$ cat config.mk
export PLATFORM = sky130hd
export DESIGN_NAME = load_queue
export DESIGN_NICKNAME = d
export VERILOG_FILES = /design/src/logic/lsu_pkg.sv /design/src/logic/load_queue.sv
export SDC_FILE = /design/constraint.sdc
export NUM_CORES = 1
export LEC_CHECK = 0
export ABC_AREA = 1
export BUFFER_PORTS_ARGS = -buffer_cell sky130_fd_sc_hd__buf_4
export CAP_MARGIN = 20
export CORE_MARGIN = 1
export CORE_UTILIZATION = 49
export CTS_CLUSTER_DIAMETER = 40
export DETAILED_ROUTE_END_ITERATION = 8
export PLACE_DENSITY_LB_ADDON = 0.05
export SLEW_MARGIN = 20
export SYNTH_ARGS = -nofsm -noshare
export SYNTH_HDL_FRONTEND = slang
export SYNTH_SLANG_ARGS = --single-unit
$ cat constraint.sdc
create_clock -name clk -period 3.8 [get_ports clk]
set_input_delay 0.95 -clock clk [delete_from_list [all_inputs] [get_ports clk]]
set_output_delay 0.95 -clock clk [all_outputs]
set_load 0.02 [all_outputs]
$ cat src/logic/lsu_pkg.sv
package lsu_pkg;

	// default widths, overridden by the top level parameters
	localparam int TAG_WIDTH = 4;
	localparam int ADDR_WIDTH = 8;
	localparam int DATA_WIDTH = 32;

	typedef logic [TAG_WIDTH-1:0] tag_t;   // reorder buffer tag
	typedef logic [ADDR_WIDTH-1:0] addr_t; // word address into data ram
	typedef logic [DATA_WIDTH-1:0] data_t;

	// default queue depths
	localparam int N_AGU = 2;
	localparam int N_LOAD = 2;
	localparam int N_STORE = 4;

	typedef enum logic {
		free,
		waiting
	} agu_state_t;

endpackage

$ cat src/logic/load_queue.sv
`timescale 1ns/1ps

module load_queue #(
	parameter int N_LOAD = lsu_pkg::N_LOAD,
	parameter int N_STORE = lsu_pkg::N_STORE,
	parameter int TAG_WIDTH = lsu_pkg::TAG_WIDTH,
	parameter int ADDR_WIDTH = lsu_pkg::ADDR_WIDTH,
	parameter int IDX_WIDTH = 2,
	localparam int LCW = $clog2(N_LOAD + 1),
	localparam int SCW = $clog2(N_STORE + 1)
) (
	input logic clk,
	input logic reset,
	input logic push,
	input logic absolute,
	input logic [ADDR_WIDTH-1:0] offset,
	input logic [TAG_WIDTH-1:0] dest_tag,
	input logic [SCW-1:0] older_stores,
	input logic agu_valid,
	input logic agu_is_store,
	input logic [IDX_WIDTH-1:0] agu_index,
	input logic [ADDR_WIDTH-1:0] agu_addr,
	input logic store_pop,
	input logic [ADDR_WIDTH-1:0] st_addr [N_STORE],
	input lsu_pkg::data_t st_data [N_STORE],
	input logic [N_STORE-1:0] st_known,
	input lsu_pkg::data_t ram_rd_data,
	input logic result_ready,
	output logic full,
	output logic [LCW-1:0] load_count,
	output logic load_pop,
	output logic [ADDR_WIDTH-1:0] ram_rd_addr,
	output logic result_valid,
	output logic [TAG_WIDTH-1:0] result_tag,
	output lsu_pkg::data_t result_data
);
	logic [TAG_WIDTH-1:0] tag [N_LOAD];
	logic [ADDR_WIDTH-1:0] addr [N_LOAD];
	logic known [N_LOAD];
	logic [SCW-1:0] older [N_LOAD]; // stores ahead of this load

	logic [TAG_WIDTH-1:0] tag_nxt [N_LOAD];
	logic [ADDR_WIDTH-1:0] addr_nxt [N_LOAD];
	logic known_nxt [N_LOAD];
	logic [SCW-1:0] older_nxt [N_LOAD];

	logic stores_known;
	logic fwd_hit_c;
	lsu_pkg::data_t fwd_data_c;
	logic rd_pending; // ram read in flight
	logic fwd_hit;
	lsu_pkg::data_t fwd_data;
	logic [TAG_WIDTH-1:0] pend_tag;

	// disambiguation and forwarding for the head load
	always_comb begin
		stores_known = 1'b1;
		fwd_hit_c = 1'b0;
		fwd_data_c = st_data[0];
		for (int i = 0; i < N_STORE; i++) begin
			if (SCW'(i) < older[0]) begin
				if (!st_known[i])
					stores_known = 1'b0;
				if (st_addr[i] == addr[0]) begin
					fwd_hit_c = 1'b1; // later hits are younger
					fwd_data_c = st_data[i];
				end
			end
		end
	end

	assign load_pop = load_count != '0 && known[0] && stores_known && !rd_pending &&
		(!result_valid || result_ready);
	assign ram_rd_addr = addr[0];
	assign full = load_count == LCW'(N_LOAD);

	always_comb begin
		int k;
		k = 0;
		for (int j = 0; j < N_LOAD; j++) begin
			tag_nxt[j] = tag[j];
			addr_nxt[j] = addr[j];
			known_nxt[j] = known[j];
			older_nxt[j] = older[j];
		end
		for (int j = 0; j < N_LOAD; j++) begin
			if (LCW'(j) < load_count && !(load_pop && j == 0)) begin
				tag_nxt[k] = tag[j];
				if (agu_valid && !agu_is_store && agu_index == IDX_WIDTH'(j)) begin
					addr_nxt[k] = agu_addr;
					known_nxt[k] = 1'b1;
				end else begin
					addr_nxt[k] = addr[j];
					known_nxt[k] = known[j];
				end
				older_nxt[k] = older[j] - SCW'(store_pop && older[j] != '0);
				k++;
			end
		end
		if (push && k < N_LOAD) begin
			tag_nxt[k] = dest_tag;
			addr_nxt[k] = offset; // absolute address, or filled in by the agu
			known_nxt[k] = absolute;
			older_nxt[k] = older_stores;
		end
	end

	always_ff @(posedge clk) begin
		for (int j = 0; j < N_LOAD; j++) begin
			tag[j] <= tag_nxt[j];
			addr[j] <= addr_nxt[j];
			known[j] <= known_nxt[j];
			older[j] <= older_nxt[j];
		end
		load_count <= reset ? '0 : load_count - LCW'(load_pop) + LCW'(push);
		rd_pending <= reset ? 1'b0 : load_pop;
		if (reset)
			result_valid <= 1'b0;
		else if (rd_pending)
			result_valid <= 1'b1;
		else if (result_ready)
			result_valid <= 1'b0;
		if (load_pop) begin
			pend_tag <= tag[0];
			fwd_hit <= fwd_hit_c;
			fwd_data <= fwd_data_c;
		end
		if (rd_pending) begin
			result_tag <= pend_tag;
			result_data <= fwd_hit ? fwd_data : ram_rd_data;
		end
	end

endmodule

==> reports/metrics.cfg <==
[die]
initial_core_util_pct=51.1
die_y_um=121
die_x_um=121
dieArea_mm2=0.0146
ios=278
core_area_mm2=0.0135
rows=42

[clocking]
cts_tree=done
cts_buffers=9
cts.path.max_buffers=2
cts_max_level=3
clkTransAtPathRegs_ps=70
cts_root_buf=clkbuf_16
cts_setup_buffers=0
cts_sinks=109
cts_resized=0
cts_hold_buf=0
clock_latency_ps=360

[placed_design]
io_buffers=277
place_congestion=0.886
pre_cts_slack_ps=762
place_hpwl_um=15400

[logic_synthesis]
synth_edf_count=77
netlist_area_mm2=0.00690
synth_top_area_share_pct=33.5
avgSynthCellArea_um2=7.49
ys_seq_elements=109
ys_seq_area_share_pct=42.8
synthDistinctLibCells=38
synth_warnings=0
async_flop_share_pct=0
synth_cells=921
synth_common_cells=nand2_1, inv_1, nand3_1
synth.most_common_cell=nand2_1
synth_nets=1157
ys_dominant_reg_cell=edfxtp_1
synth_area_leaders=edfxtp_1, nand2_1, dfxtp_1
synth_top_cell_by_area=edfxtp_1

[global_routing]
overflow=0
antenna_found_initial=0
grt_use_total_pct=28.7
grt_pass1_vias=6264
grt_pass1_wl_um=32200
grt_max_degree=37

[power]
p_seq_share_pct=38.3
power_density_mw_per_mm2=505
p_int_uw=2890
vdd.ir_drop.worst_mv=0.346
clkPwrFrac_pct=20.2
p_sw_share_pct=38.3
power_uw=4680
p_comb_share_pct=41.5
p_sw_uw=1790
leakage_uw=0.00484

[drt]
wl_per_cell_um=15.4
via_per_inst=5.02
ant_nets=0
first_iter_violations=511
drc=0
first_pass_iters=5
vias=6757
wl_um=20700

[timing]
period_minus_slack_ps=3040
timing.hold.ws_ps=421
post-route-period-util_pct=80.1
tightest_slew_ps=709
hold_viol_final=0
slew_headroom_pct=52.6
finClkSkew_ps=11.5
fmax_mhz=328
slew_viol_final=0
finalSetupViolations=0
rsz0062_at_grt=false
fin_tns_setup_ps=0
fin_ws_ps=755

[critical_path]
crit_path_end_kind=output pin
cp_slowest_cell=dfxtp_1
worstSetupPathType=register to output pin
r2r_cells=9
crit_top_cell=inv_2
crit_fanout=18
crit_path_start_kind=register
cp.arrival_ps=2090
required_ps=2850
max_stage_delay_ps=560
cp_cell_sequence=nor2_1 -> inv_2 -> nand3_1 -> nor2_2 -> nand2_4 -> inv_2 -> buf_4

[job]
maxCapViolations=0

[finish]
multi_input_area_mm2=0.00299
post-route-util_pct=68.7
syn_to_final_growth_pct=34.4
nNetsFinal=1401
fillers=1174
n_antenna_cell=0
seq_area_mm2=0.00295
final_layout_size_suffix_gt1_share_pct=30.5

[min_path]
hp-class=register to register
min_path_cells=0

[run_status]
outcome=complete, no violations

-- metal layers --
layer / wire length (um) / vias to the layer above / global-route usage, %
li1: - / 3390 / -
met1: 8290 / 3027 / 36.0
met2: 10300 / 297 / 49.6
met3: 1450 / 43 / 3.58
met4: 705 / 0 / 12.4
met5: 0 / - / 0
-- logic make-up after synthesis --
group / count (synthesis) / synth area share [%]
adder cells (fa/ha/maj): 7 / 1.27
AO/OA/AOI/OAI: 80 / 6.17
XOR/XNOR: 20 / 2.54
AND/OR/NAND/NOR: 445 / 28.0
multiplexers: 32 / 5.22
buffers and inverters: 228 / 14.0
flip-flops: 109 / 42.8
-- cell usage in the layout, fill, tap and decap left out, drive strengths merged --
cell type,count
dfxtp,32
nor3b,1
inv,172
nand2,230
nor3,34
nor2,73
and2,1
buf,290
ha,7
xor2,8
a21oi,44
o211ai,9
o21ai,25
clkbuf,13
a31oi,1
xnor2,12
clkinv,1
mux2,32
or2,2
o22ai,1
nand4,3
nand3b,1
nand3,100
edfxtp,77
clkinvlp,1
-- power by group through the flow --
| stage | Clock (uW) | Sequential, uW | Combinational [uW] |
|---|---|---|---|
| final | 947 | 1790 | 1940 |
| after global routing | 1010 | 1820 | 2200 |
| after CTS | 962 | 1790 | 1950 |
| after detailed placement | 0 | 1810 | 1940 |
| after global placement | 0 | 1810 | 1910 |
| after floorplan | 0 | 1730 | 1480 |
-- critical path: cells and delay by family, from the launching register on --
family	cells	cell delay (ps)
buffers and inverters	3	610
and+or+nand+nor	4	560
DFF	1	560
-- state kept, by name, indices dropped and copies added (netlist names) --
| signal | flops |
|---|---|
| fwd_data | 32 |
| result_data | 32 |
| addr | 16 |
| tag | 8 |
| older | 6 |
| pend_tag | 4 |
| result_tag | 4 |
| known | 2 |
| load_count | 2 |
| fwd_hit | 1 |
| rd_pending | 1 |
| result_valid | 1 |
-- metrics by stage --
step / cell area [um2] / cells
after floorplan: 6900 / 921
after global placement: 8980 / 1330
after detailed placement: 8980 / 1330
after CTS: 9280 / 1346
after global routing: 9280 / 1346
final: 9280 / 1346
-- final cells by class --
class | count | share of cell area, %
flip-flops and latches | 109 | 31.8
inverters | 171 | 6.92
clock inverters | 3 | 0.270
repair buffers | 290 | 23.5
multi-input cells | 584 | 32.2
clock buffers | 13 | 2.93
well taps | 176 | 2.37
-- worst paths after layout --
check | start | end | slack, ps
worst min register to register | pend_tag[0] | result_tag[0] | 420
worst max-delay path | load_count[1] | load_pop | 760
worst max register to register | load_count[1] | tag[0][7] | 1150
worst min-delay path | pend_tag[0] | result_tag[0] | 420
Power figures use the tool's default switching activity.
