**config.mk**
```make
export PLATFORM = sky130hd
export DESIGN_NAME = store_queue
export DESIGN_NICKNAME = d
export VERILOG_FILES = /design/src/logic/lsu_pkg.sv /design/src/logic/store_queue.sv
export SDC_FILE = /design/constraint.sdc
export NUM_CORES = 1
export LEC_CHECK = 0
export BUFFER_PORTS_ARGS = -buffer_cell sky130_fd_sc_hd__buf_2
export CAP_MARGIN = 40
export CORE_UTILIZATION = 45
export DETAILED_ROUTE_END_ITERATION = 10
export PLACE_DENSITY = 0.72
export SLEW_MARGIN = 25
export SYNTH_ARGS = -nofsm -noshare
export SYNTH_HDL_FRONTEND = slang
export SYNTH_SLANG_ARGS = --single-unit
```
**constraint.sdc**
```tcl
create_clock -name clk -period 3.9 [get_ports clk]
set_clock_uncertainty 0.15 [all_clocks]
set_input_delay 0.78 -clock clk [delete_from_list [all_inputs] [get_ports clk]]
set_output_delay 0.78 -clock clk [all_outputs]
set_load 0.02 [all_outputs]
```
**src/logic/lsu_pkg.sv**
```systemverilog
package lsu_pkg;

	// default widths, overridden by the top level parameters
	localparam int TAG_WIDTH = 4;
	localparam int ADDR_WIDTH = 8;
	localparam int DATA_WIDTH = 32;

	typedef logic [TAG_WIDTH-1:0] tag_t;   // reorder buffer tag
	typedef logic [ADDR_WIDTH-1:0] addr_t; // word address into data ram
	typedef logic [DATA_WIDTH-1:0] data_t;

	// default queue depths
	localparam int N_AGU = 2;
	localparam int N_LOAD = 2;
	localparam int N_STORE = 4;

	typedef enum logic {
		free,
		waiting
	} agu_state_t;

endpackage

```
**src/logic/store_queue.sv**
```systemverilog
`timescale 1ns/1ps

module store_queue #(
	parameter int N_STORE = lsu_pkg::N_STORE,
	parameter int TAG_WIDTH = lsu_pkg::TAG_WIDTH,
	parameter int ADDR_WIDTH = lsu_pkg::ADDR_WIDTH,
	parameter int IDX_WIDTH = 2,
	localparam int SCW = $clog2(N_STORE + 1)
) (
	input logic clk,
	input logic reset,
	input logic push,
	input logic absolute,
	input logic [ADDR_WIDTH-1:0] offset,
	input logic data_ready,
	input logic [TAG_WIDTH-1:0] data_tag,
	input lsu_pkg::data_t data_value,
	input logic agu_valid,
	input logic agu_is_store,
	input logic [IDX_WIDTH-1:0] agu_index,
	input logic [ADDR_WIDTH-1:0] agu_addr,
	input logic cdb_valid,
	input logic [TAG_WIDTH-1:0] cdb_tag,
	input lsu_pkg::data_t cdb_data,
	input logic commit_valid,
	output logic full,
	output logic [SCW-1:0] store_count,
	output logic store_pop,
	output logic commit_ready,
	output logic [ADDR_WIDTH-1:0] st_addr [N_STORE],
	output lsu_pkg::data_t st_data [N_STORE],
	output logic [N_STORE-1:0] st_known,
	output logic ram_we,
	output logic [ADDR_WIDTH-1:0] ram_wr_addr,
	output lsu_pkg::data_t ram_wr_data
);
	logic addr_known [N_STORE];
	logic data_known [N_STORE];
	logic [TAG_WIDTH-1:0] dtag [N_STORE];

	logic [ADDR_WIDTH-1:0] addr_nxt [N_STORE];
	lsu_pkg::data_t data_nxt [N_STORE];
	logic addr_known_nxt [N_STORE];
	logic data_known_nxt [N_STORE];
	logic [TAG_WIDTH-1:0] dtag_nxt [N_STORE];

	always_comb begin
		for (int i = 0; i < N_STORE; i++)
			st_known[i] = SCW'(i) < store_count && addr_known[i] && data_known[i];
	end

	assign commit_ready = st_known[0];
	assign store_pop = commit_valid && commit_ready;
	assign ram_we = store_pop;
	assign ram_wr_addr = st_addr[0];
	assign ram_wr_data = st_data[0];
	assign full = store_count == SCW'(N_STORE);

	always_comb begin
		int k;
		k = 0;
		for (int j = 0; j < N_STORE; j++) begin
			addr_nxt[j] = st_addr[j];
			data_nxt[j] = st_data[j];
			addr_known_nxt[j] = addr_known[j];
			data_known_nxt[j] = data_known[j];
			dtag_nxt[j] = dtag[j];
		end
		for (int j = 0; j < N_STORE; j++) begin
			if (SCW'(j) < store_count && !(store_pop && j == 0)) begin
				if (agu_valid && agu_is_store && agu_index == IDX_WIDTH'(j)) begin
					addr_nxt[k] = agu_addr;
					addr_known_nxt[k] = 1'b1;
				end else begin
					addr_nxt[k] = st_addr[j];
					addr_known_nxt[k] = addr_known[j];
				end
				// snoop the cdb for missing store data
				data_known_nxt[k] = data_known[j] || (cdb_valid && cdb_tag == dtag[j]);
				data_nxt[k] = data_known[j] ? st_data[j] : cdb_data;
				dtag_nxt[k] = dtag[j];
				k++;
			end
		end
		if (push && k < N_STORE) begin
			addr_nxt[k] = offset;
			addr_known_nxt[k] = absolute;
			data_known_nxt[k] = data_ready || (cdb_valid && cdb_tag == data_tag);
			data_nxt[k] = data_ready ? data_value : cdb_data;
			dtag_nxt[k] = data_tag;
		end
	end

	always_ff @(posedge clk) begin
		for (int j = 0; j < N_STORE; j++) begin
			st_addr[j] <= addr_nxt[j];
			st_data[j] <= data_nxt[j];
			addr_known[j] <= addr_known_nxt[j];
			data_known[j] <= data_known_nxt[j];
			dtag[j] <= dtag_nxt[j];
		end
		store_count <= reset ? '0 : store_count - SCW'(store_pop) + SCW'(push);
	end

endmodule

```
==> flow_summary.toml <==
[worst_setup_path]
worst-path-buf-inv = 3
crit_path_top_delay_cell = "mux4_2"
critPathArrivalTime_ns = 3.85
slowest_delay_ns = 0.52
r2r_cells = 14
endpoint_kind = "register"
worst-path-max-fanout = 68
cp.depth = 14
cp-start-kind = "register"
path_cells = "inv_1, ha_4, buf_4, ha_4, or3_1, nand2_1, ha_1, ha_1, o21ai_0, mux4_2, or3_4, buf_12, nor2_1, a31oi_2"
crit_type = "reg2reg"
cp_data_required_time_ns = 4.06
path_delay_family = "simple AND/OR/NAND/NOR gates"

[clocking]
cts_resized = 0
cts_tree = "yes"
htreeDepth = 4
cts_inserted_buffers = 17
cts_root_buf = "clkbuf_16"
numClockSinks = 187
clk_pin_slew_worst_paths_ns = 0.07
clock_latency_ns = 0.44
cts-root-to-sink-buffers = 2
postCtsHoldBufs = 0
cts_setup_buffers = 0

[logic_synthesis]
syn-cell-area_um2 = 12400
synth_top_area_cell = "dfxtp_1"
ys_seq_elements = 187
synthTopCellsByCount = "224 x nor2_1, 187 x dfxtp_1, 139 x nand2_1"
synth_edf_count = 0
synthFlopType = "dfxtp_1"
yosysWarningCount = 0
synth.most_common_cell = "nor2_1"
seq_area_frac_synth_pct = 30.1
synthesis.nets = 1665
syn_inst = 1556
yosysUniqueCellTypes = 62
synth_top_area_share_pct = 30.1
synthArstFlopShare_pct = 0
syn_avg_cell_area_um2 = 8.00
synthTopCellsByArea = "dfxtp_1 30%, mux2i_1 8.2%, nor2_1 6.8%"

[sta]
hold_violations = 0
finalCriticalPeriod_ns = 3.69
finalSetupViolations = 0
max_freq_mhz = 271
finalCritPeriodShare_pct = 94.6
slew_viol_final = 0
maxSlewHeadroom_pct = 47.0
worst_slew_pin_slew_ns = 0.795
finalSetupTns_ns = 0
rsz0062_at_grt = "false"

[routing]
routed_wl_um = 47500
dr.pass1.iters = 6
via_count = 13580
wl_per_cell_um = 22.4
drt.antenna.violating_nets = 0
drt-initial-drc-count = 1631
viasPerCell = 6.41
drc = 0

[grt]
grt_antenna_before_repair = 3
grt_pass1_wl_um = 71500
grt_max_degree = 69
grt_pass1_vias = 12291
grt-ovfl-total = 0
grt.total_usage_pct = 32.4

[floorplanning]
die_x_um = 168
initial_core_util_pct = 46.1
chipHeight_um = 168
rows = 60
core_area_um2 = 27000
boundaryPins = 310
die_area_um2 = 28300

[flow_run]
maxCapViolCount = 0

[place]
gp_congestion = 0.945
place_hpwl_um = 32200
port_buffers = 309

[power_and_ir_drop]
p_per_area_nw_per_um2 = 1140
p_leak_nw = 6.27
vdd_drop_max_mv = 0.427
power_mw = 16.9

[layout]
layout-drive-gt1-share_pct = 31.5
nets = 1873
fillerInstances = 2549
syn_to_final_growth_pct = 19.3

[hold_path]
hold_path.class = "in2reg"
min_path_cells = 2

[run_status]
status = "completed"
final timing paths:
check,startpoint,to,slack (ns)
hold / removal,reset,store_count[2]$_SDFF_PP0_,0.37
setup reg to reg,store_count[2]$_SDFF_PP0_,ram_wr_addr[6]$_DFF_P_,0.21
hold reg to reg,st_data[94]$_DFF_P_,st_data[94]$_DFF_P_,0.44
setup / recovery,store_count[2]$_SDFF_PP0_,ram_wr_addr[6]$_DFF_P_,0.21
cell families (layout without fill, tap and decap cells):
group | count (synthesis) | in the layout | synth area share [%]
fa+ha+maj | 10 | 10 | 1.07
compound gates | 523 | 523 | 29.4
buf+inv | 206 | 426 | 8.53
flops | 187 | 187 | 30.1
other cells | 0 | 3 | 0
simple gates | 433 | 433 | 14.4
xor+xnor | 21 | 21 | 1.48
mux | 176 | 176 | 15.0
registers in the layout, summed over array words and instances, names as in the netlist:
| register | count |
|---|---|
| store_count | 3 |
| st_data | 96 |
| ram_wr_data | 32 |
| data_known | 4 |
| dtag | 16 |
| addr_known | 4 |
| st_addr | 24 |
| ram_wr_addr | 8 |
final cells by class:
cell class | instances | area (µm²) | share of cell area [%]
antenna | 3 | 7.51 | 0.0506
clock buffer | 20 | 467 | 3.14
clock inverter | 11 | 108 | 0.725
inverter | 19 | 71.3 | 0.480
multi-input combinational | 1163 | 7740 | 52.1
sequential | 187 | 3750 | 25.2
tap | 341 | 427 | 2.87
timing repair buffer | 376 | 2280 | 15.4
worst reg2reg max path: stages, from the launching register on:
cell and delay (ns):
dfxtp_2 0.32, inv_1 0.15, ha_4 0.20, buf_4 0.22, ha_4 0.25, or3_1 0.38
nand2_1 0.11, ha_1 0.15, ha_1 0.15, o21ai_0 0.08, mux4_2 0.52, or3_4 0.41
buf_12 0.23, nor2_1 0.20, a31oi_2 0.05
power by group:
part / internal [mW] / switching (mW) / total [mW] / leakage [nW]
registers: 3.07 / 1.11 / 4.17 / 1.58
clock network: 0.939 / 0.842 / 1.78 / 0.280
logic: 4.47 / 6.44 / 10.9 / 4.42
cell usage in the layout (no fill, tap or decap), types with 31 or more instances in the layout:
cell      count
a211oi_1     73
a21o_1       31
a21oi_1     134
a31oi_1      70
buf_2       309
buf_4        51
dfxtp_1     183
mux2_2       73
mux2i_1     102
nand2_1     139
nor2_1      224
o21ai_0      54
o221a_2      55
o221ai_1     33
stage by stage:
| step | instance area, µm² | setup slack, ns | std cells | hold slack (ns) | utilization (%) |
|---|---|---|---|---|---|
| after global placement | 14200 | 0.0831 | 2082 | 0.409 | 52.4 |
| after global routing | 14800 | 0.0562 | 2119 | 0.362 | 54.9 |
| final | 14800 | 0.212 | 2120 | 0.375 | 54.9 |
| after detailed placement | 14200 | 0.0248 | 2085 | 0.411 | 52.7 |
| after floorplan | 12500 | 0.00609 | 1556 | 0.366 | - |
| after CTS | 14800 | 0.123 | 2116 | 0.361 | 54.8 |
per-layer routing:
| layer | track usage (%) | share of wire [%] | wire length, µm | vias up |
|---|---|---|---|---|
| li1 | - | - | - | 6137 |
| met5 | 0 | 0 | 0 | - |
| met1 | 43.3 | 42 | 19800 | 6441 |
| met4 | 13.0 | 3.1 | 1450 | 0 |
| met3 | 5.95 | 10 | 4780 | 117 |
| met2 | 51.5 | 45 | 21500 | 885 |
(Power assumes the default switching activity.)
