[src/logic/lsu_pkg.sv]
package lsu_pkg;

	// default widths, overridden by the top level parameters
	localparam int TAG_WIDTH = 4;
	localparam int ADDR_WIDTH = 8;
	localparam int DATA_WIDTH = 32;

	typedef logic [TAG_WIDTH-1:0] tag_t;   // reorder buffer tag
	typedef logic [ADDR_WIDTH-1:0] addr_t; // word address into data ram
	typedef logic [DATA_WIDTH-1:0] data_t;

	// default queue depths
	localparam int N_AGU = 2;
	localparam int N_LOAD = 2;
	localparam int N_STORE = 4;

	typedef enum logic {
		free,
		waiting
	} agu_state_t;

endpackage

[src/logic/agu_queue.sv]
`timescale 1ns/1ps

module agu_queue #(
	parameter int N_AGU = lsu_pkg::N_AGU,
	parameter int TAG_WIDTH = lsu_pkg::TAG_WIDTH,
	parameter int ADDR_WIDTH = lsu_pkg::ADDR_WIDTH,
	parameter int IDX_WIDTH = 2
) (
	input logic clk,
	input logic reset,
	input logic issue_push,
	input logic is_store,
	input logic [ADDR_WIDTH-1:0] offset,
	input logic base_ready,
	input logic [TAG_WIDTH-1:0] base_tag,
	input logic [ADDR_WIDTH-1:0] base_value,
	input logic [IDX_WIDTH-1:0] target_index,
	input logic cdb_valid,
	input logic [TAG_WIDTH-1:0] cdb_tag,
	input lsu_pkg::data_t cdb_data,
	input logic load_pop,
	input logic store_pop,
	output logic full,
	output logic agu_valid,
	output logic agu_is_store,
	output logic [IDX_WIDTH-1:0] agu_index,
	output logic [ADDR_WIDTH-1:0] agu_addr
);
	lsu_pkg::agu_state_t state [N_AGU];
	logic kind [N_AGU]; // high for a store
	logic [IDX_WIDTH-1:0] index [N_AGU];
	logic [ADDR_WIDTH-1:0] offs [N_AGU];
	logic ready [N_AGU];
	logic [TAG_WIDTH-1:0] tag [N_AGU];
	logic [ADDR_WIDTH-1:0] value [N_AGU];

	lsu_pkg::agu_state_t state_nxt [N_AGU];
	logic kind_nxt [N_AGU];
	logic [IDX_WIDTH-1:0] index_nxt [N_AGU];
	logic [ADDR_WIDTH-1:0] offs_nxt [N_AGU];
	logic ready_nxt [N_AGU];
	logic [TAG_WIDTH-1:0] tag_nxt [N_AGU];
	logic [ADDR_WIDTH-1:0] value_nxt [N_AGU];
	int sel;

	// oldest entry with its base in hand
	always_comb begin
		agu_valid = 1'b0;
		sel = 0;
		for (int j = N_AGU - 1; j >= 0; j--) begin
			if (state[j] == lsu_pkg::waiting && ready[j]) begin
				agu_valid = 1'b1;
				sel = j;
			end
		end
	end

	assign agu_is_store = kind[sel];
	assign agu_index = index[sel];
	assign agu_addr = value[sel] + offs[sel];
	assign full = state[N_AGU-1] == lsu_pkg::waiting;

	always_comb begin
		int k;
		k = 0;
		for (int j = 0; j < N_AGU; j++) begin
			state_nxt[j] = lsu_pkg::free;
			kind_nxt[j] = kind[j];
			index_nxt[j] = index[j];
			offs_nxt[j] = offs[j];
			ready_nxt[j] = ready[j];
			tag_nxt[j] = tag[j];
			value_nxt[j] = value[j];
		end
		// squeeze out the dispatched entry
		for (int j = 0; j < N_AGU; j++) begin
			if (state[j] == lsu_pkg::waiting && !(agu_valid && sel == j)) begin
				state_nxt[k] = lsu_pkg::waiting;
				kind_nxt[k] = kind[j];
				index_nxt[k] = index[j] - IDX_WIDTH'(kind[j] ? store_pop : load_pop);
				offs_nxt[k] = offs[j];
				ready_nxt[k] = ready[j] || (cdb_valid && cdb_tag == tag[j]);
				tag_nxt[k] = tag[j];
				value_nxt[k] = ready[j] ? value[j] : cdb_data[ADDR_WIDTH-1:0];
				k++;
			end
		end
		if (issue_push && k < N_AGU) begin
			state_nxt[k] = lsu_pkg::waiting;
			kind_nxt[k] = is_store;
			index_nxt[k] = target_index;
			offs_nxt[k] = offset;
			ready_nxt[k] = base_ready || (cdb_valid && cdb_tag == base_tag);
			tag_nxt[k] = base_tag;
			value_nxt[k] = base_ready ? base_value : cdb_data[ADDR_WIDTH-1:0];
		end
	end

	always_ff @(posedge clk) begin
		for (int j = 0; j < N_AGU; j++) begin
			state[j] <= reset ? lsu_pkg::free : state_nxt[j];
			kind[j] <= kind_nxt[j];
			index[j] <= index_nxt[j];
			offs[j] <= offs_nxt[j];
			ready[j] <= ready_nxt[j];
			tag[j] <= tag_nxt[j];
			value[j] <= value_nxt[j];
		end
	end

endmodule

[config.mk]
export PLATFORM = sky130hd
export DESIGN_NAME = agu_queue
export DESIGN_NICKNAME = d
export VERILOG_FILES = /design/src/logic/lsu_pkg.sv /design/src/logic/agu_queue.sv
export SDC_FILE = /design/constraint.sdc
export NUM_CORES = 1
export LEC_CHECK = 0
export BUFFER_PORTS_ARGS = -buffer_cell sky130_fd_sc_hd__buf_2
export CAP_MARGIN = 30
export CORE_UTILIZATION = 30
export CTS_BUF_LIST = sky130_fd_sc_hd__clkbuf_8 sky130_fd_sc_hd__clkbuf_16
export CTS_CLUSTER_DIAMETER = 120
export DETAILED_ROUTE_END_ITERATION = 8
export SYNTH_ARGS = -nofsm -noshare
export SYNTH_HDL_FRONTEND = slang
export SYNTH_SLANG_ARGS = --single-unit
[constraint.sdc]
create_clock -name clk -period 5.4 [get_ports clk]
set_input_delay 0.27 -clock clk [delete_from_list [all_inputs] [get_ports clk]]
set_output_delay 0.27 -clock clk [all_outputs]
set_load 0.05 [all_outputs]
==> summary.txt, run 1 <==
Status -> finished clean
CTS tree -> done
Die width -> 101 µm
Num rows -> 35
CP Cell Sequence -> nand2_1 -> a21oi_2 -> buf_4 -> mux2_2 -> ha_1 -> inv_1 -> fa_1 -> nor2b_1 -> o21a_1 -> o21a_1 -> o311ai_0 -> buf_2
Fin crit share -> 76.0%
Synthesized flop and latch total -> 50
Path type of the worst min-delay path -> primary input to flop
DP HPWL -> 5190 µm
Hold-fix buffers, CTS -> 0
Routed via count -> 2450
CTS Sinks -> 50
Hold Startpoint -> reset
Post-synth EDFFs -> 13
Worst slew pin tran -> 872 ps
Synth async-reset ratio -> 0%
Vias per cell -> 4.88
All-Layer GR Usage -> 15.0%
Fin. Hold Viols -> 0
Reg-to-Reg Start -> ready[0][1]
Clock Latency Late Sink -> 310 ps
RSZ-0062 raised after global routing -> false
Syn. warnings -> 0
CTS H-Tree Depth -> 2
Starting Density -> 31.4%
CP arrival -> 3830 ps
VDD IR max -> 156 µV
Avg Inst Size Synth -> 9.20 µm²
Die area -> 10200 µm²
FF/Latch Area -> 1130 µm²
Worst path slowest cell -> dfxtp_1
Diode count -> 0
Tot Pwr -> 1450 µW
1st-pass router iterations -> 5
Multi-input gate area -> 1690 µm²
Clk pin slew, worst setup/hold paths -> 100 ps
Chip height -> 101 µm
Commonest non-fill, non-tap cell in the layout -> buf_2
Min Tclk post-route -> 4100 ps
Final slew viol count -> 0
Fraction of layout cells with a size suffix above 1 -> 24.4%
Max Buffers Root-to-Sink -> 2
CP endpoint kind -> output port
Crit path top cell by count -> o21a_1
Syn Inst Count -> 320
Register area share after synthesis -> 38.4%
DR iter-0 viols -> 130
Finish-stage setup viols -> 0
DRC -> 0
Synth Flop Type -> dfxtp_1
Final cell count without fillers -> 502
Required time of the worst setup path -> 5130 ps
ANT nets after route -> 0
Pwr dens -> 421 nW/µm²
Critical Path Start Type -> flop
Total CTS buffers -> 5
Number of global-route vias before repair -> 2408
WL final -> 7150 µm
Clk_skew -> 5.42 ps
First-pass GRT wire length -> 11800 µm
Crit Path Max Fanout -> 23
Nets -> 451
Root Driver -> clkbuf_8
Slew HR -> 40.2%
Most frequent cells in the layout -> buf_2, dfxtp_1, nand2_1
# placed instances -> 494
Post-synth net total -> 399
Layout Utilization -> 36.8%
Static Leak -> 0.00148 µW
Netlist Area Pre-Place -> 2940 µm²
Crit path from -> ready[0][1]
Core Area -> 9370 µm²
Synthesis-to-finish area growth -> 17.1%
Worst hold slack -> 120 ps
Fill cells -> 999
Largest net degree at the start of global routing -> 36
Crit Path Class -> flop to output port
Fmax achieved -> 244 MHz
Post-CTS Setup Inserts -> 0
GP Congestion -> 0.868
I/O Pins -> 79
Cts repair resizes -> 0
# Max-Cap Violations -> 0
GRT overflow -> 0
# port buffers -> 54
Initial antenna violation count -> 0
Routed wire length per instance -> 14.2 µm
Biggest cell delay along the critical path -> 810 ps
Number of distinct library cells after synthesis -> 47
Setup TNS -> 0 ps
cells in the mapped netlist (all sizes together) (2+ instances only):
library cell,count,area [µm²]
a21oi,6,33.8
a31oi,9,56.3
and2,13,81.3
and3b,2,17.5
buf,3,27.5
clkbuf,9,33.8
dfxtp,37,741
edfxtp,13,390
ha,12,150
inv,15,56.3
mux2,18,203
mux2i,16,160
nand2,33,124
nand2b,12,75.1
nand3,6,35.0
nor2,25,96.4
nor2b,4,27.5
nor3,2,10.0
nor4,3,18.8
o2111ai,2,17.5
o211ai,11,82.6
o21a,2,15.0
o21ai,17,85.1
o22a,2,17.5
o22ai,16,100
o32a,2,21.3
or3,2,12.5
xnor2,10,87.6
xor2,7,61.3
sequential cells by signal, indices dropped and copies added, names as in the netlist:
| register | flops |
|---|---|
| index | 4 |
| state | 2 |
| tag | 8 |
| kind | 2 |
| value | 16 |
| ready | 2 |
| offs | 16 |
cell families after synthesis:
family	synth area share, %
fa+ha+maj	5.78
simple gates	17.8
buf+inv	4.00
mux	12.3
flops	38.4
xor+xnor	5.06
compound gates	16.6
layout make-up:
| cell class | instances | share of cell area [%] |
|---|---|---|
| Timing Repair Buffer | 57 | 8.50 |
| Sequential cell | 50 | 32.8 |
| Tap cell | 129 | 4.68 |
| Clock inverter | 3 | 1.20 |
| Inverter | 15 | 1.63 |
| Multi-Input combinational cell | 243 | 49.2 |
| Clock buffer | 5 | 2.00 |
worst paths after layout:
path	end	slack (ps)	cells past startpoint
worst max-delay path	agu_addr[6]	1300	12
worst min-delay path	state[0][0]	120	2
worst max register to register	value[1][3]	2210	8
worst min register to register	value[0][1]	490	2
critical path, delay by kind of cell, from the launching register on:
kind	cells	cell delay (ps)
and+or+nand+nor	2	240
AOI/OAI and AO/OA	4	950
DFF	1	810
buffers and inverters	3	710
adders and majority gates	2	430
muxes	1	390
routing by layer:
metal | vias to the layer above | wire [µm] | track usage (%)
met5 | - | 0 | 0
met4 | 0 | 133 | 6.13
met3 | 11 | 445 | 3.54
met2 | 66 | 3180 | 23.2
met1 | 1115 | 3380 | 19.8
li1 | 1258 | - | -
stage by stage:
step	area, µm²	worst slack, ps
2_1_floorplan	2940	616
3_3_place_gp	3340	1660
3_5_place_dp	3340	1650
4_1_cts	3450	1290
5_1_grt	3450	1060
6_report	3450	1300
power by group:
group	switching (µW)	leakage [µW]	internal (µW)
Sequential	79.3	0.000422	470
Clock	134	0.0000556	137
Combinational	399	0.00100	232
(Power assumes the default switching activity.)
==> inputs of run 2 (changes only) <==
==> constraint.sdc (replaced) <==
create_clock -name clk -period 3.9 [get_ports clk]
set_input_delay 0.195 -clock clk [delete_from_list [all_inputs] [get_ports clk]]
set_output_delay 0.195 -clock clk [all_outputs]
set_load 0.05 [all_outputs]
==> summary.txt, run 2 (synthesis gave the netlist of run 1 again) <==
Fraction of layout cells with a size suffix above 1 -> 25.1% (+0.74 points)
WL final -> 7300 µm (+2.1%)
Worst path slowest cell -> dfxtp_1
Die width -> 101 µm (unchanged)
Min Tclk post-route -> 3520 ps
CP Cell Sequence -> nand2_1 -> a21oi_2 -> buf_4 -> mux2_2 -> ha_1 -> inv_1 -> fa_1 -> nor2b_1 -> o21a_1 -> o21a_1 -> o311ai_2 -> buf_2
CP arrival -> 3320 ps (-510 ps)
Largest net degree at the start of global routing -> 31 (-14%)
CTS Sinks -> 50 (unchanged)
Worst slew pin tran -> 836 ps (-36.1 ps)
All-Layer GR Usage -> 14.9% (about the same)
Core Area -> 9370 µm² (unchanged)
Path type of the worst min-delay path -> primary input to flop
Finish-stage setup viols -> 0 (unchanged)
Clk pin slew, worst setup/hold paths -> 100 ps (about the same)
Fin crit share -> 90.2%
Clock power frac -> 16.6% (-2.1 points)
First-pass GRT wire length -> 11800 µm (-0.23%)
Reg-to-Reg Start -> ready[0][1]
DP HPWL -> 5330 µm (+2.7%)
Status -> finished clean
Crit Path Class -> flop to output port
Register-to-Register Path Depth -> 9 (+1)
Max Buffers Root-to-Sink -> 2 (unchanged)
FF/Latch Area -> 1130 µm² (unchanged)
Worst reg-to-reg setup slack -> 800 ps (-1410 ps)
Most frequent cells in the layout -> buf_2, dfxtp_1, nand2_1
CTS H-Tree Depth -> 2 (unchanged)
Reg2reg end -> value[0][4]
DR iter-0 viols -> 169 (+30%)
NetSw -> 866 µW (+41%)
Flop pwr share -> 36.6% (-1.2 points)
Cells on Worst Hold Path -> 2 (unchanged)
Diode count -> 0 (unchanged)
RSZ-0062 raised after global routing -> false
Fill cells -> 1003 (+0.40%)
Number of global-route vias before repair -> 2418 (+0.42%)
CTS tree -> done
# Max-Cap Violations -> 0 (unchanged)
Nets -> 452 (+0.22%)
Slew HR -> 42.7% (+2.5 points)
Logic pwr share -> 46.8% (+3.3 points)
Clock Latency Late Sink -> 310 ps (about the same)
Final slew viol count -> 0 (unchanged)
Hold Startpoint -> reset
Fmax achieved -> 284 MHz
Cts repair resizes -> 0 (unchanged)
Die area -> 10200 µm² (unchanged)
GRT overflow -> 0 (unchanged)
Crit Path Max Fanout -> 14 (-39%)
GP Congestion -> 0.763 (-12%)
# port buffers -> 54 (unchanged)
Total CTS buffers -> 5 (unchanged)
VDD IR max -> 288 µV (+85%)
I/O Pins -> 79 (unchanged)
Setup TNS -> 0 ps (unchanged)
Critical Path Start Type -> flop
Cell-internal power -> 1120 µW (+34%)
Fin. Hold Viols -> 0 (unchanged)
CP endpoint kind -> output port
Multi-input gate area -> 1700 µm² (+0.44%)
Clk_skew -> 11.7 ps (+6.25 ps)
Static Leak -> 0.00148 µW (+0.20%)
DRC -> 0 (unchanged)
Commonest non-fill, non-tap cell in the layout -> buf_2
Initial antenna violation count -> 0 (unchanged)
Crit path top cell by count -> o21a_1
Chip height -> 101 µm (unchanged)
Post-CTS Setup Inserts -> 0 (unchanged)
Routed wire length per instance -> 14.5 µm (+1.9%)
Num rows -> 35 (unchanged)
Worst hold slack -> 41.0 ps (-78.8 ps)
Root Driver -> clkbuf_8
Starting Density -> 31.4% (unchanged)
Largest registers -> offs: 16 flops, value: 16 flops, tag: 8 flops
Hold-fix buffers, CTS -> 0 (unchanged)
Required time of the worst setup path -> 3700 ps (-1430 ps)
WHS Endpoint -> state[0][1]
Switch share -> 43.5% (+1.2 points)
Routed via count -> 2471 (+0.86%)
Biggest cell delay along the critical path -> 410 ps (-400 ps)
1st-pass router iterations -> 5 (unchanged)
Pwr dens -> 578 nW/µm² (+37%)
Vias per cell -> 4.91 (+0.66%)
Tot Pwr -> 1990 µW (+37%)
ANT nets after route -> 0 (unchanged)
Synthesis-to-finish area growth -> 17.0% (about the same)
-- run 2: critical path: cells and delay by family (launching register included) --
kind / cells / cell delay (ps)
compound gates: 4 / 1000
fa+ha+maj: 2 / 390
buf+inv: 3 / 670
flops: 1 / 410
mux: 1 / 360
simple gates: 2 / 170
-- run 2: through the flow --
stage               util (%)  instances  setup WS (ps)  cell area [µm²]
global route            36.8        503            152             3440
detailed placement      35.8        495            708             3350
floorplan                  -        320            242             2950
CTS                     36.8        503            345             3440
finish                  36.8        503            381             3440
global placement        35.8        495            710             3350
-- run 2: how the worst max path moves through the flow --
stage                            from          end  slack (ps)  cells past startpoint
after CTS                 state[0][1]  agu_addr[6]         340                     12
after floorplan           state[0][1]  agu_addr[6]         240                     11
final                     state[0][1]  agu_addr[6]         380                     12
after global routing      state[0][1]  agu_addr[6]         150                     12
after global placement    state[0][1]  agu_addr[6]         710                     12
after detailed placement  state[0][1]  agu_addr[6]         710                     12
-- run 2: power by group through the flow --
stage / combinational (µW) / clock [µW] / sequential, µW
floorplan: 727 / 0 / 719
global placement: 913 / 0 / 732
detailed placement: 928 / 0 / 739
CTS: 935 / 340 / 727
global route: 1010 / 352 / 746
finish: 931 / 330 / 729
-- run 2: cell type report --
| type | count | area share [%] |
|---|---|---|
| multi-input combinational | 243 | 49.4 |
| sequential | 50 | 32.8 |
| timing repair buffer | 58 | 8.72 |
| tap | 129 | 4.69 |
| clock buffer | 6 | 2.40 |
| inverter | 15 | 1.63 |
| clock inverter | 2 | 0.327 |
-- run 2: metal layers --
metal	track usage [%]	wire length (µm)	vias to the layer above
met5	0	0	-
met4	5.02	100	0
met3	3.19	428	13
met2	24.0	3230	77
met1	19.9	3540	1124
li1	-	-	1257
